File: config.mk
export PLATFORM = sky130hd
export DESIGN_NAME = ex_hilo
export DESIGN_NICKNAME = d
export VERILOG_FILES = /design/src/hw/mips_isa_pkg.sv /design/src/hw/ex_types_pkg.sv /design/src/hw/ex_hilo.sv
export SDC_FILE = /design/constraint.sdc
export NUM_CORES = 1
export LEC_CHECK = 0
export BUFFER_PORTS_ARGS = -buffer_cell sky130_fd_sc_hd__buf_4
export CORE_AREA = 2 2 157 159
export DETAILED_ROUTE_END_ITERATION = 10
export DIE_AREA = 0 0 159 161
export SYNTH_ARGS = -nofsm -noshare
export SYNTH_HDL_FRONTEND = slang
export SYNTH_SLANG_ARGS = --single-unit
File: constraint.sdc
create_clock -name vclk -period 1.85
set_clock_uncertainty 0.05 [all_clocks]
set_input_delay 0.0925 -clock vclk [all_inputs]
set_output_delay 0.0925 -clock vclk [all_outputs]
set_load 0.01 [all_outputs]
File: src/hw/mips_isa_pkg.sv
package mips_isa_pkg;

    typedef logic [7:0] op_t;
    typedef logic [2:0] cat_t;

    localparam int SHAMT_W = 5;

    // Operator codes
    localparam op_t OP_NOP   = 8'b0000_0000;
    localparam op_t OP_AND   = 8'b0010_0100;
    localparam op_t OP_OR    = 8'b0010_0101;
    localparam op_t OP_XOR   = 8'b0010_0110;
    localparam op_t OP_NOR   = 8'b0010_0111;
    localparam op_t OP_SLL   = 8'b0111_1100;
    localparam op_t OP_SRL   = 8'b0000_0010;
    localparam op_t OP_SRA   = 8'b0000_0011;
    localparam op_t OP_ADD   = 8'b0010_0000;
    localparam op_t OP_ADDU  = 8'b0010_0001;
    localparam op_t OP_SUB   = 8'b0010_0010;
    localparam op_t OP_SUBU  = 8'b0010_0011;
    localparam op_t OP_SLT   = 8'b0010_1010;
    localparam op_t OP_SLTU  = 8'b0010_1011;
    localparam op_t OP_CLZ   = 8'b1011_0000;
    localparam op_t OP_CLO   = 8'b1011_0001;
    localparam op_t OP_MULT  = 8'b0001_1000;
    localparam op_t OP_MULTU = 8'b0001_1001;
    localparam op_t OP_MTHI  = 8'b0001_0001;
    localparam op_t OP_MTLO  = 8'b0001_0011;
    localparam op_t OP_MFHI  = 8'b0001_0000;
    localparam op_t OP_MFLO  = 8'b0001_0010;

    // Result categories
    localparam cat_t CAT_NONE  = 3'b000;
    localparam cat_t CAT_LOGIC = 3'b001;
    localparam cat_t CAT_SHIFT = 3'b010;
    localparam cat_t CAT_MOVE  = 3'b011;
    localparam cat_t CAT_ARITH = 3'b100;

endpackage

File: src/hw/ex_types_pkg.sv
package ex_types_pkg;

    localparam int XLEN       = 32;
    localparam int REG_ADDR_W = 5;

    typedef logic [XLEN-1:0]       word_t;
    typedef logic [2*XLEN-1:0]     dword_t;
    typedef logic [REG_ADDR_W-1:0] reg_addr_t;

    // General register write, as latched into EX/MEM
    typedef struct packed {
        logic      we;
        reg_addr_t addr;
        word_t     data;
    } gpr_wr_t;

    // HI/LO write request
    typedef struct packed {
        logic  hi_we;
        word_t hi_data;
        logic  lo_we;
        word_t lo_data;
    } hilo_wr_t;

endpackage

File: src/hw/ex_hilo.sv
`timescale 1ns/1ps

module ex_hilo
    import mips_isa_pkg::*;
    import ex_types_pkg::*;
(
    input  op_t    operator_i,
    input  word_t  operand_a_i,
    input  dword_t product_i,
    input  logic   mem_hi_we_i,
    input  word_t  mem_hi_wdata_i,
    input  logic   mem_lo_we_i,
    input  word_t  mem_lo_wdata_i,
    input  logic   wb_hi_we_i,
    input  word_t  wb_hi_wdata_i,
    input  logic   wb_lo_we_i,
    input  word_t  wb_lo_wdata_i,
    input  word_t  wb_hi_rdata_i,
    input  word_t  wb_lo_rdata_i,
    output word_t  move_o,
    output logic   hi_we_o,
    output word_t  hi_wdata_o,
    output logic   lo_we_o,
    output word_t  lo_wdata_o
);

    word_t hi_cur;
    word_t lo_cur;

    // Youngest pending write wins
    assign hi_cur = mem_hi_we_i ? mem_hi_wdata_i :
                    wb_hi_we_i  ? wb_hi_wdata_i  : wb_hi_rdata_i;
    assign lo_cur = mem_lo_we_i ? mem_lo_wdata_i :
                    wb_lo_we_i  ? wb_lo_wdata_i  : wb_lo_rdata_i;

    assign move_o = (operator_i == OP_MFHI) ? hi_cur :
                    (operator_i == OP_MFLO) ? lo_cur : '0;

    always_comb begin
        hi_we_o    = 1'b0;
        hi_wdata_o = '0;
        lo_we_o    = 1'b0;
        lo_wdata_o = '0;
        case (operator_i)
            OP_MTHI: begin
                hi_we_o    = 1'b1;
                hi_wdata_o = operand_a_i;
            end
            OP_MTLO: begin
                lo_we_o    = 1'b1;
                lo_wdata_o = operand_a_i;
            end
            OP_MULT, OP_MULTU: begin
                hi_we_o    = 1'b1;
                hi_wdata_o = product_i[2*XLEN-1:XLEN];
                lo_we_o    = 1'b1;
                lo_wdata_o = product_i[XLEN-1:0];
            end
            default: begin
            end
        endcase
    end

    always_comb begin
        if (hi_we_o && !lo_we_o) begin
            assert (operator_i == OP_MTHI)
                else $error("HI-only write from operator %h", operator_i);
        end
    end

endmodule

==> flow_summary.yaml <==
outcome:
  status: "completed"
timing:
  setup_violations: 0
  drv_slew: 0
  whs_ns: 0.439
  max_freq_ghz: 0.563
  period_share_pct: 95.9
  tightest_slew_ns: 0.603
  slew_headroom_pct: 59.8
  finalCriticalPeriod_ns: 1.78
  hold_viol: 0
pwr:
  power_density_nw_per_um2: 159
  p_int_mw: 0.626
  power_frac_seq_pct: 0
  pwr-share-comb_pct: 100.0
  clock_power_share_pct: 0
  p_switching_mw: 0.358
  p_sw_share_pct: 36.3
  ir_worst_vdd_mv: 0.0589
  cellLeakagePower_nw: 2.80
setup_path:
  crit_family: "simple AND/OR/NAND/NOR gates"
  startpoint_type: "input pin"
  cp_cell_sequence: "buf_4 -> or4b_4 -> nor4_4 -> buf_4 -> buf_12 -> a22o_1 -> buf_4"
  crit_fanout: 17
  arrival_ns: 1.63
  crit_path_end_kind: "primary output"
  crit_buf_inv: 4
  cp.required_ns: 1.71
  path_common_cell: "buf_4"
  worstSetupPathType: "in -> out"
  cp_num_cells: 7
  max_stage_delay_ns: 0.58
  worstSetupStartpoint: "operator_i[5]"
  slowest_stage: "or4b_4"
global_route:
  grt_max_degree: 52
  groute.usage.overall_pct: 13.0
  antenna_found_initial: 0
  first_global_vias: 4738
  grt_pass1_wl_microns: 26800
  grt-ovfl-total: 0
route:
  vias_per_cell: 4.34
  drt_wl_total_microns: 18500
  wl_per_cell_microns: 17.2
  drt_iter0_markers: 293
  dr.pass1.iters: 4
  vias: 4664
  ant_nets: 0
  drc: 0
cells_and_area:
  fillerInstances: 2649
  regArea_sq_um: 0
  drive_above_1_share_pct: 65.0
  antenna_cells: 0
  design_area_sq_um: 6180
  final_nets: 1053
  clock_buffers: 0
  fin_cells: 1075
  seq_cells: 0
  multiInputGateArea_sq_um: 2520
  area.growth.synth_to_final_pct: 125
placed_design:
  port_buffers: 398
  place.gp.congestion: 0.965
  placed_area_sq_um: 6150
  dp_cells: 1073
  dpl.hpwl_microns: 15300
logic_synthesis:
  syn_area_sq_um: 2750
  synth_warnings: 0
  synth_cell_types: 20
  synth_top_cells_by_area: "mux2_2 26%, o211ai_1 17%, nand2b_1 15%"
  synth_top_area_cell: "mux2_2"
  avgSynthCellArea_sq_um: 7.21
  postSynthCellCount: 382
  syn_nets: 682
  seq_area_frac_synth_pct: 0
  synth_top_area_share_pct: 26.2
floorplanning:
  num_rows: 57
  die_x_microns: 159
  initial_core_util_pct: 11.5
  fp.dieH_microns: 161
  die_area_sq_um: 25600
  boundaryPins: 398
  core_sq_um: 24000
hold_path:
  worstHoldPathType: "in -> out"
  worstHoldStart: "product_i[10]"
  hold_depth: 3
job:
  maxCapViolations: 0
power by group through the flow:
stage          Sequential, mW  Clock [mW]  Combinational (mW)
3_3_place_gp                0           0               0.981
4_1_cts                     0           0               0.991
5_1_grt                     0           0                1.06
2_1_floorplan               0           0               0.352
6_report                    0           0               0.984
3_5_place_dp                0           0               0.987
worst min-delay path: cells and delay by family:
kind	cells	cell delay (ns)
buf+inv	2	0.19
compound gates	1	0.12
per-layer routing:
metal / wire length (microns) / global-route usage [%] / share of wire (%)
met5: 0 / 0 / 0
met4: 410 / 2.52 / 2.2
met3: 1390 / 2.08 / 7.5
met2: 9930 / 26.3 / 54
met1: 6780 / 14.3 / 37
layout make-up:
cell class / instances / share of cell area, %
timing repair buffer: 418 / 52.6
inverter: 1 / 0.0607
multi-input combinational: 332 / 40.7
tap: 324 / 6.55
placed cells by master (no fill, tap or decap), types with 2 or more instances in the layout:
master	netlist	routed
buf_12	0	8
nor2_1	34	34
nand2b_1	65	65
mux2_2	64	64
o211ai_1	64	64
a22oi_1	32	32
buf_4	0	409
a21oi_1	32	32
a22o_1	32	32
nor4_4	2	2
kinds of logic (layout without fill, tap and decap cells):
group / Yosys count / count (layout) / share of synthesized area (%)
compound gates: 160 / 160 / 42.2
mux: 64 / 64 / 26.2
buf+inv: 50 / 419 / 8.91
simple gates: 108 / 108 / 22.7
what timing repair did:
action                     CTS  global route
setup endpoints to repair    0             2
setup buffers                0             1
resized for setup            0             0
hold buffers                 0             0
hold endpoints to repair     0             0
final timing paths:
check	to	slack, ns
max	lo_wdata_o[17]	0.07
min	lo_wdata_o[10]	0.44
per-stage QoR:
stage          worst slack [ns]  utilization [%]  setup TNS [ns]  power [mW]
2_1_floorplan             0.272                -               0       0.352
3_3_place_gp             0.0394             25.7               0       0.981
3_5_place_dp             0.0263             25.7               0       0.987
4_1_cts                  0.0262             25.7               0       0.991
5_1_grt                -0.00333             25.8        -0.00333        1.06
6_report                 0.0749             25.8               0       0.984
Yosys cell counts:
| library cell | instances |
|---|---|
| or2_1 | 1 |
| buf_2 | 4 |
| mux2_2 | 64 |
| nor2b_1 | 1 |
| or3_1 | 1 |
| buf_6 | 7 |
| clkbuf_1 | 32 |
| nor2_1 | 34 |
| nand2b_1 | 65 |
| nor4_4 | 2 |
| inv_1 | 1 |
| nor3_1 | 1 |
| a21oi_1 | 32 |
| a22oi_1 | 32 |
| o211ai_1 | 64 |
| or4b_4 | 1 |
| nor3b_1 | 1 |
| nand2_1 | 1 |
| buf_1 | 6 |
| a22o_1 | 32 |
Note: power is estimated with default switching activity, not from simulation.
