### config.mk
export PLATFORM = sky130hd
export DESIGN_NAME = ex_logic_shift
export DESIGN_NICKNAME = d
export VERILOG_FILES = /design/src/hw/mips_isa_pkg.sv /design/src/hw/ex_types_pkg.sv /design/src/hw/ex_logic_shift.sv
export SDC_FILE = /design/constraint.sdc
export NUM_CORES = 1
export LEC_CHECK = 0
export BUFFER_PORTS_ARGS = -buffer_cell sky130_fd_sc_hd__buf_2
export CORE_AREA = 2 2 116 118
export DETAILED_ROUTE_END_ITERATION = 10
export DIE_AREA = 0 0 118 120
export PLACE_DENSITY = 0.87
export SETUP_SLACK_MARGIN = 0.1
export SLEW_MARGIN = 5
export SYNTH_ARGS = -nofsm -noshare
export SYNTH_HDL_FRONTEND = slang
export SYNTH_SLANG_ARGS = --single-unit
### constraint.sdc
create_clock -name vclk -period 2
set_clock_uncertainty 0.15 [all_clocks]
set_input_delay 0 -clock vclk [all_inputs]
set_output_delay 0 -clock vclk [all_outputs]
set_load 0.1 [all_outputs]
### src/hw/mips_isa_pkg.sv
package mips_isa_pkg;

    typedef logic [7:0] op_t;
    typedef logic [2:0] cat_t;

    localparam int SHAMT_W = 5;

    // Operator codes
    localparam op_t OP_NOP   = 8'b0000_0000;
    localparam op_t OP_AND   = 8'b0010_0100;
    localparam op_t OP_OR    = 8'b0010_0101;
    localparam op_t OP_XOR   = 8'b0010_0110;
    localparam op_t OP_NOR   = 8'b0010_0111;
    localparam op_t OP_SLL   = 8'b0111_1100;
    localparam op_t OP_SRL   = 8'b0000_0010;
    localparam op_t OP_SRA   = 8'b0000_0011;
    localparam op_t OP_ADD   = 8'b0010_0000;
    localparam op_t OP_ADDU  = 8'b0010_0001;
    localparam op_t OP_SUB   = 8'b0010_0010;
    localparam op_t OP_SUBU  = 8'b0010_0011;
    localparam op_t OP_SLT   = 8'b0010_1010;
    localparam op_t OP_SLTU  = 8'b0010_1011;
    localparam op_t OP_CLZ   = 8'b1011_0000;
    localparam op_t OP_CLO   = 8'b1011_0001;
    localparam op_t OP_MULT  = 8'b0001_1000;
    localparam op_t OP_MULTU = 8'b0001_1001;
    localparam op_t OP_MTHI  = 8'b0001_0001;
    localparam op_t OP_MTLO  = 8'b0001_0011;
    localparam op_t OP_MFHI  = 8'b0001_0000;
    localparam op_t OP_MFLO  = 8'b0001_0010;

    // Result categories
    localparam cat_t CAT_NONE  = 3'b000;
    localparam cat_t CAT_LOGIC = 3'b001;
    localparam cat_t CAT_SHIFT = 3'b010;
    localparam cat_t CAT_MOVE  = 3'b011;
    localparam cat_t CAT_ARITH = 3'b100;

endpackage

### src/hw/ex_types_pkg.sv
package ex_types_pkg;

    localparam int XLEN       = 32;
    localparam int REG_ADDR_W = 5;

    typedef logic [XLEN-1:0]       word_t;
    typedef logic [2*XLEN-1:0]     dword_t;
    typedef logic [REG_ADDR_W-1:0] reg_addr_t;

    // General register write, as latched into EX/MEM
    typedef struct packed {
        logic      we;
        reg_addr_t addr;
        word_t     data;
    } gpr_wr_t;

    // HI/LO write request
    typedef struct packed {
        logic  hi_we;
        word_t hi_data;
        logic  lo_we;
        word_t lo_data;
    } hilo_wr_t;

endpackage

### src/hw/ex_logic_shift.sv
`timescale 1ns/1ps

module ex_logic_shift
    import mips_isa_pkg::*;
    import ex_types_pkg::*;
(
    input  op_t   operator_i,
    input  word_t operand_a_i,
    input  word_t operand_b_i,
    output word_t logic_o,
    output word_t shift_o
);

    logic [SHAMT_W-1:0] shamt;

    assign shamt = operand_a_i[SHAMT_W-1:0];

    always_comb begin
        case (operator_i)
            OP_AND: begin
                logic_o = operand_a_i & operand_b_i;
            end
            OP_OR: begin
                logic_o = operand_a_i | operand_b_i;
            end
            OP_XOR: begin
                logic_o = operand_a_i ^ operand_b_i;
            end
            OP_NOR: begin
                logic_o = ~(operand_a_i | operand_b_i);
            end
            default: begin
                logic_o = '0;
            end
        endcase
    end

    always_comb begin
        case (operator_i)
            OP_SLL: begin
                shift_o = operand_b_i << shamt;
            end
            OP_SRL: begin
                shift_o = operand_b_i >> shamt;
            end
            OP_SRA: begin
                // Sign fill from operand B
                shift_o = word_t'($signed(operand_b_i) >>> shamt);
            end
            default: begin
                shift_o = '0;
            end
        endcase
    end

endmodule

==> results of run 1 <==
## timing repair
| item | CTS |
|---|---|
| pin swaps | 39 |
| gates resized for setup | 174 |
| gates cloned | 4 |
| buffers inserted | 19 |
| endpoints found under the setup margin | 46 |
## logic make-up after synthesis
family | Yosys count | share of synthesized area [%]
buffers and inverters | 167 | 11.07
adders and majority gates | 66 | 12.13
muxes | 190 | 42.21
AOI/OAI and AO/OA | 206 | 20.52
and+or+nand+nor | 213 | 14.08
## per-stage QoR
stage	area [sq um]	setup TNS [ps]	util (%)	setup WS, ps
after detailed placement	10640	-12160	81.99	-595.5
after global placement	10640	-9531	81.99	-487.5
after CTS	11610	-1079	89.47	-108.9
after floorplan	7823	-3712	-	-480.0
## metal layers
metal	overflow	GRT usage [%]
met3	12	76.28
met1	11	88.14
met4	260	112.2
met2	574	118.1
met5	0	44.12
==> reports/metrics.csv, run 1 <==
metric;value;unit
stop_stage;global routing;
gr-usage-all-layers;96.07;%
endpoint_type;output port;
yosysSeqAreaShare;0;%
cts_hold_buf;0;
status;stopped before the end;
syn_nets;980;
netlist_instances;842;
grt_overflow;857;
initial_utilization;52.44;%
io_buffer_count;136;
yosys.area.top_type;mux4_2;
pin_count;136;
synth_area;6807;sq um
place_congestion;1.206;
synth.distinct_cells;68;
dp.cells;1264;
worst_endpoint;shift_o[19];
error_line;[ERROR GRT-0232] Routing congestion too high. Check the congestion heatmap in the GUI.;
hpwl;26310;microns
yosys_warnings;0;
rows;42;
avgSynthCellArea;8.084;sq um
chipHeight;120;microns
synth_area_leaders;mux4_2 25%, mux2i_1 13%, ha_1 12%;
synth_top_area_share;24.82;%
die_w;118;microns
grt_max_degree;65;
ys_top_cells_by_count;103 x nor2_1, 89 x mux2i_1, 75 x mux4_2;
yosysMostFrequentCell;nor2_1;
==> inputs of run 2 (changes only) <==
--- a/config.mk
+++ b/config.mk
@@ -6,11 +6,10 @@
 export NUM_CORES = 1
 export LEC_CHECK = 0
 export BUFFER_PORTS_ARGS = -buffer_cell sky130_fd_sc_hd__buf_2
-export CORE_AREA = 2 2 116 118
+export CORE_AREA = 2 2 134 136
 export DETAILED_ROUTE_END_ITERATION = 10
-export DIE_AREA = 0 0 118 120
-export PLACE_DENSITY = 0.87
-export SETUP_SLACK_MARGIN = 0.1
+export DIE_AREA = 0 0 136 138
+export PLACE_DENSITY_LB_ADDON = 0.15
 export SLEW_MARGIN = 5
 export SYNTH_ARGS = -nofsm -noshare
 export SYNTH_HDL_FRONTEND = slang
==> constraint.sdc (replaced) <==
create_clock -name vclk -period 2.6
set_clock_uncertainty 0.15 [all_clocks]
set_input_delay 0 -clock vclk [all_inputs]
set_output_delay 0 -clock vclk [all_outputs]
set_load 0.1 [all_outputs]
==> run 2 against run 1 <==
Synthesized cell count is the same; synthesized area did not move; the flow now finishes without violations.
==> reports/metrics.csv, run 2 <==
metric;value;unit;change
initial_utilization;38.82;%;was 52.44%
required;2450;ps;
die_w;136;microns;was 118 microns
setup_slack;158.8;ps;
cp.arrival;2290;ps;
status;finished, final reports clean;;was stopped before the end
final_cell_mix;102 x nor2_1, 89 x mux2i_1, 82 x buf_4;;
min_period;2441;ps;
cp_top_family;buffers and inverters;;
grt_pass1_vias;7059;;
ir_worst_vdd;80.32;uV;
insertedDiodeCount;0;;
placed_cell_area;9355;sq um;was 10640 sq um
firstDrtPassIters;5;;
setup_violations;0;;
gr-usage-all-layers;28.25;%;
grt_setup_unrepaired;false;;
grt_max_degree;65;;
netlist_instances;842;;unchanged
pin_count;136;;unchanged
nets;1113;;
post-route-period-util;93.89;%;
setup_tns;0;ps;
io_buffer_count;136;;unchanged
setup.worst_path.end_class;output pin;;
hpwl;20980;microns;was 26310 microns
worstSetupStartpointType;primary input;;
crit_path_top_delay_cell;a2111oi_0;;
fin_hold_ws;525.1;ps;
yosysSeqAreaShare;0;%;unchanged
slew_headroom;47.31;%;
core_area;17530;sq um;
cp_max_fo;11;;
synth_top_area_share;24.82;%;unchanged
avgSynthCellArea;8.084;sq um;unchanged
crit_buf_inv;5;;
worstHoldPathType;primary input to output pin;;
fin_util;53.40;%;
seqCellArea;0;sq um;
chipHeight;138;microns;was 120 microns
num_vias;7552;;
yosysMostFrequentCell;nor2_1;;unchanged
drc;0;;
layout_commonest_cell;nor2_1;;
drv_slew;0;;
grt_pass1_wl;42350;microns;
viasPerCell;6.283;;
max_cap_viol_count;0;;
powerDensity;172.2;nW/um^2;
drive_gt1_share;38.54;%;
tightest_slew;790.3;ps;
drt_wl_total;26850;microns;
cpMostUsedCell;buf_4;;
crit_start;operand_a_i[0];;
synth_area_leaders;mux4_2 25%, mux2i_1 13%, ha_1 12%;;unchanged
place_congestion;0.9420;;was 1.206
grt_overflow;0;;
min_from;operand_b_i[31];;
place_ws;169.8;ps;was -595.5 ps
synth_area;6807;sq um;unchanged
yosys_warnings;0;;unchanged
dieArea;18770;sq um;
n_clock_buffer;0;;
ant_nets;0;;
yosys.area.top_type;mux4_2;;unchanged
syn_to_final_growth;37.57;%;
max_freq;409.6;MHz;
antenna_found_initial;0;;
path_class;primary input to output pin;;
final_hold_viol_count;0;;
worst_path_largest_cell_delay;570;ps;
rows;49;;was 42
wl_per_cell;22.34;microns;
path_cells;buf_4 > buf_4 > buf_4 > mux2_1 > a22oi_1 > a2111oi_0 > nor3_1 > buf_4 > a31oi_2 > buf_12;;
final_cell_area;9364;sq um;
seq_cells;0;;
drt_iter0_markers;816;;
syn_nets;980;;unchanged
cellLeakagePower;4.095;nW;
ys_top_cells_by_count;103 x nor2_1, 89 x mux2i_1, 75 x mux4_2;;unchanged
synth.distinct_cells;68;;unchanged
-- run 2: cell counts after synthesis --
No cell type changed its count.
-- run 2: final timing paths --
path,to,slack (ps),depth (start not counted)
setup / recovery,shift_o[18],160,10
hold / removal,shift_o[15],530,4
-- run 2: cell type report --
cell class / count / area, sq um
fillers: 1630 / 8170
inverters: 68 / 255.2
multi-input cells: 675 / 6310
well taps: 229 / 286.5
repair buffers: 230 / 2512
-- run 2: power by group --
part / leakage [nW] / total, mW / switching (mW) / internal, mW
logic: 4.10 / 1.61 / 0.928 / 0.685
registers: 0 / 0 / 0 / 0
clock network: 0 / 0 / 0 / 0
total: 4.10 / 1.61 / 0.928 / 0.685
-- run 2: metal layers --
metal | global-route usage (%) | vias up | part of all wire, %
met3 | 6.271 | 52 | 10
li1 | - | 3444 | -
met4 | 7.566 | 0 | 3.3
met5 | 0 | - | 0
met1 | 41.84 | 3648 | 43
met2 | 41.26 | 408 | 44
-- run 2: metrics by stage --
stage                     total power [mW]  cells
after global placement               1.578   1202
after CTS                            1.589   1202
after global routing                 1.721   1202
after detailed placement             1.584   1202
after floorplan                      1.017    842
final                                1.613   1202
-- run 2: worst min-delay path, cell delays in order --
cell      delay [ps]
buf_2            230
o211ai_1         170
a21oi_2           90
buf_12           160
-- run 2: repair_timing --
action                                  CTS  global route
buffers inserted                          0             0
endpoints found under the setup margin    0             1
resized for setup                         0             1
hold buffers                              0             0
hold endpoints to repair                  0             0
-- run 2: cells by family after synthesis --
family	Yosys count	share of synthesized area (%)
AO/OA/AOI/OAI	206	20.52
adder cells (fa/ha/maj)	66	12.13
buffers and inverters	167	11.07
multiplexers	190	42.21
AND/OR/NAND/NOR	213	14.08
(Power assumes the default switching activity.)
==> inputs of run 3 (changes only) <==
--- a/config.mk
+++ b/config.mk
@@ -6,6 +6,8 @@
 export NUM_CORES = 1
 export LEC_CHECK = 0
 export BUFFER_PORTS_ARGS = -buffer_cell sky130_fd_sc_hd__buf_2
+export CELL_PAD_IN_SITES_DETAIL_PLACEMENT = 1
+export CELL_PAD_IN_SITES_GLOBAL_PLACEMENT = 1
 export CORE_AREA = 2 2 134 136
 export DETAILED_ROUTE_END_ITERATION = 10
 export DIE_AREA = 0 0 136 138
==> run 3 against run 2 <==
Utilization down 1.0 points; wire length increased by 17%; fmax is essentially flat; critical path depth is 2 lower; via count is 1.5% higher; combinational power about the same; die area is the same; sequential share of layout area did not move; largest cell class unchanged; setup slack barely moved; hold slack got worse by 100 ps; final cell count down 1.7%; highest routed layer unchanged; power is 1.4% higher.
==> reports/metrics.csv, run 3 (same netlist as run 2, synthesis figures left out) <==
metric;value;unit;change
status;finished, final reports clean;;unchanged
gr-usage-all-layers;33.26;%;was 28.25%
hpwl;24990;microns;was 20980 microns
die_w;136;microns;unchanged
io_buffer_count;136;;unchanged
seq_cells;0;;unchanged
endpoint;shift_o[9];;was shift_o[18]
powerDensity;178.2;nW/um^2;was 172.2 nW/um^2
setup_tns;0;ps;unchanged
ir_worst_vdd;82.51;uV;was 80.32 uV
initial_utilization;38.82;%;unchanged
max_freq;409.6;MHz;about the same
place_congestion;0.9982;;was 0.9420
cts_hold_buf;0;;unchanged
max_cap_viol_count;0;;unchanged
wl_per_cell;26.60;microns;was 22.34 microns
firstDrtPassIters;5;;unchanged
cp_max_fo;12;;was 11
grt_setup_unrepaired;false;;unchanged
post-route-period-util;93.89;%;about the same
drt_iter0_markers;714;;was 816
rows;49;;unchanged
path_class;primary input to output pin;;unchanged
slew_headroom;46.89;%;was 47.31%
drv_slew;0;;unchanged
power;1.636;mW;was 1.613 mW
antenna_found_initial;0;;unchanged
insertedDiodeCount;0;;unchanged
drc;0;;unchanged
setup_violations;0;;unchanged
seqCellArea;0;sq um;unchanged
final_hold_viol_count;0;;unchanged
grt_max_degree;83;;was 65
final_cell_mix;102 x nor2_1, 88 x mux2i_1, 75 x mux4_2, 75 x buf_12, 70 x buf_2;;was 102 x nor2_1, 89 x mux2i_1, 82 x buf_4
viasPerCell;6.491;;was 6.283
grt_overflow;0;;unchanged
required;2450;ps;about the same
min_period;2441;ps;about the same
ant_nets;0;;unchanged
grt_pass1_vias;7963;;was 7059
setup.worst_path.end_class;output pin;;unchanged
nets;1092;;was 1113
layout_commonest_cell;nor2_1;;unchanged
cp.depth;8;;was 10
drt_wl_total;31410;microns;was 26850 microns
worstHoldPathType;primary input to output pin;;unchanged
n_clock_buffer;0;;unchanged
crit_buf_inv;3;;was 5
worst_path_largest_cell_delay;530;ps;was 570 ps
path_cells;buf_4 > buf_4 > mux4_2 > mux2i_1 > mux2i_1 > a221oi_1 > nor2_2 > buf_12;;was buf_4 > buf_4 > buf_4 > mux2_1 > a22oi_1 > a2111oi_0 > nor3_1 > buf_4 > a31oi_2 > buf_12
cp.arrival;2290;ps;about the same
core_area;17530;sq um;unchanged
chipHeight;138;microns;unchanged
drive_gt1_share;37.29;%;was 38.54%
syn_to_final_growth;34.87;%;was 37.57%
crit_path_top_delay_cell;mux4_2;;was a2111oi_0
tightest_slew;796.7;ps;was 790.3 ps
dieArea;18770;sq um;unchanged
worstSetupStartpointType;primary input;;unchanged
pin_count;136;;unchanged
cellLeakagePower;3.985;nW;was 4.095 nW
crit_start;operand_a_i[0];;unchanged
postCtsSetupBuffers;0;;unchanged
cp_top_family;multiplexers;;was buffers and inverters
grt_pass1_wl;48890;microns;was 42350 microns
num_vias;7666;;was 7552
-- run 3: changes by cell type in the layout (fill, tap and decap cells not counted), sizes merged --
cell | before | now
buf | 230 | 208
clkbuf | 0 | 1
-- run 3: what timing repair did --
action / CTS / global route
hold endpoints to repair: 0 / 0
resized for setup: 0 / 3
endpoints found under the setup margin: 0 / 4
-- run 3: report_power, final --
part / internal, mW / switching (mW)
Clock: 0 / 0
Combinational: 0.654 / 0.982
Sequential: 0 / 0
-- run 3: metrics by stage --
stage	hold slack, ps	std cells	area (sq um)	utilization [%]	setup WS, ps
floorplan	197.2	842	7051	-	-808.4
global placement	391.2	1181	9173	52.31	140.9
detailed placement	405.3	1181	9173	52.31	70.03
CTS	407.9	1181	9173	52.31	69.67
global route	433.7	1181	9180	52.35	12.58
finish	421.2	1181	9180	52.35	158.8
-- run 3: area by class of cell --
class / count / area, sq um
Fill cell: 2063 / 8354
Multi-Input combinational cell: 675 / 6306
Timing Repair Buffer: 209 / 2332
Tap cell: 229 / 286.5
Inverter: 68 / 255.2
-- run 3: worst min path at each step --
| stage | cells after the start | from | to |
|---|---|---|---|
| after floorplan | 2 | operator_i[2] | logic_o[0] |
| after global placement | 3 | operator_i[1] | logic_o[4] |
| after CTS | 3 | operator_i[1] | logic_o[4] |
| after detailed placement | 3 | operator_i[1] | logic_o[4] |
| after global routing | 3 | operator_i[1] | logic_o[4] |
| final | 3 | operator_i[1] | logic_o[4] |
-- run 3: per-layer routing --
layer | GRT usage, % | wire [microns] | vias to the layer above | part of all wire (%)
met3 | 4.987 | 2518 | 58 | 8.0
met4 | 9.649 | 1199 | 0 | 3.8
met5 | 0 | 0 | - | 0
met1 | 45.55 | 12920 | 3839 | 41
li1 | - | - | 3393 | -
met2 | 54.17 | 14770 | 376 | 47
-- run 3: worst min-delay path: stages --
cell and delay (ps):
buf_2 250, a211oi_2 140, buf_12 170
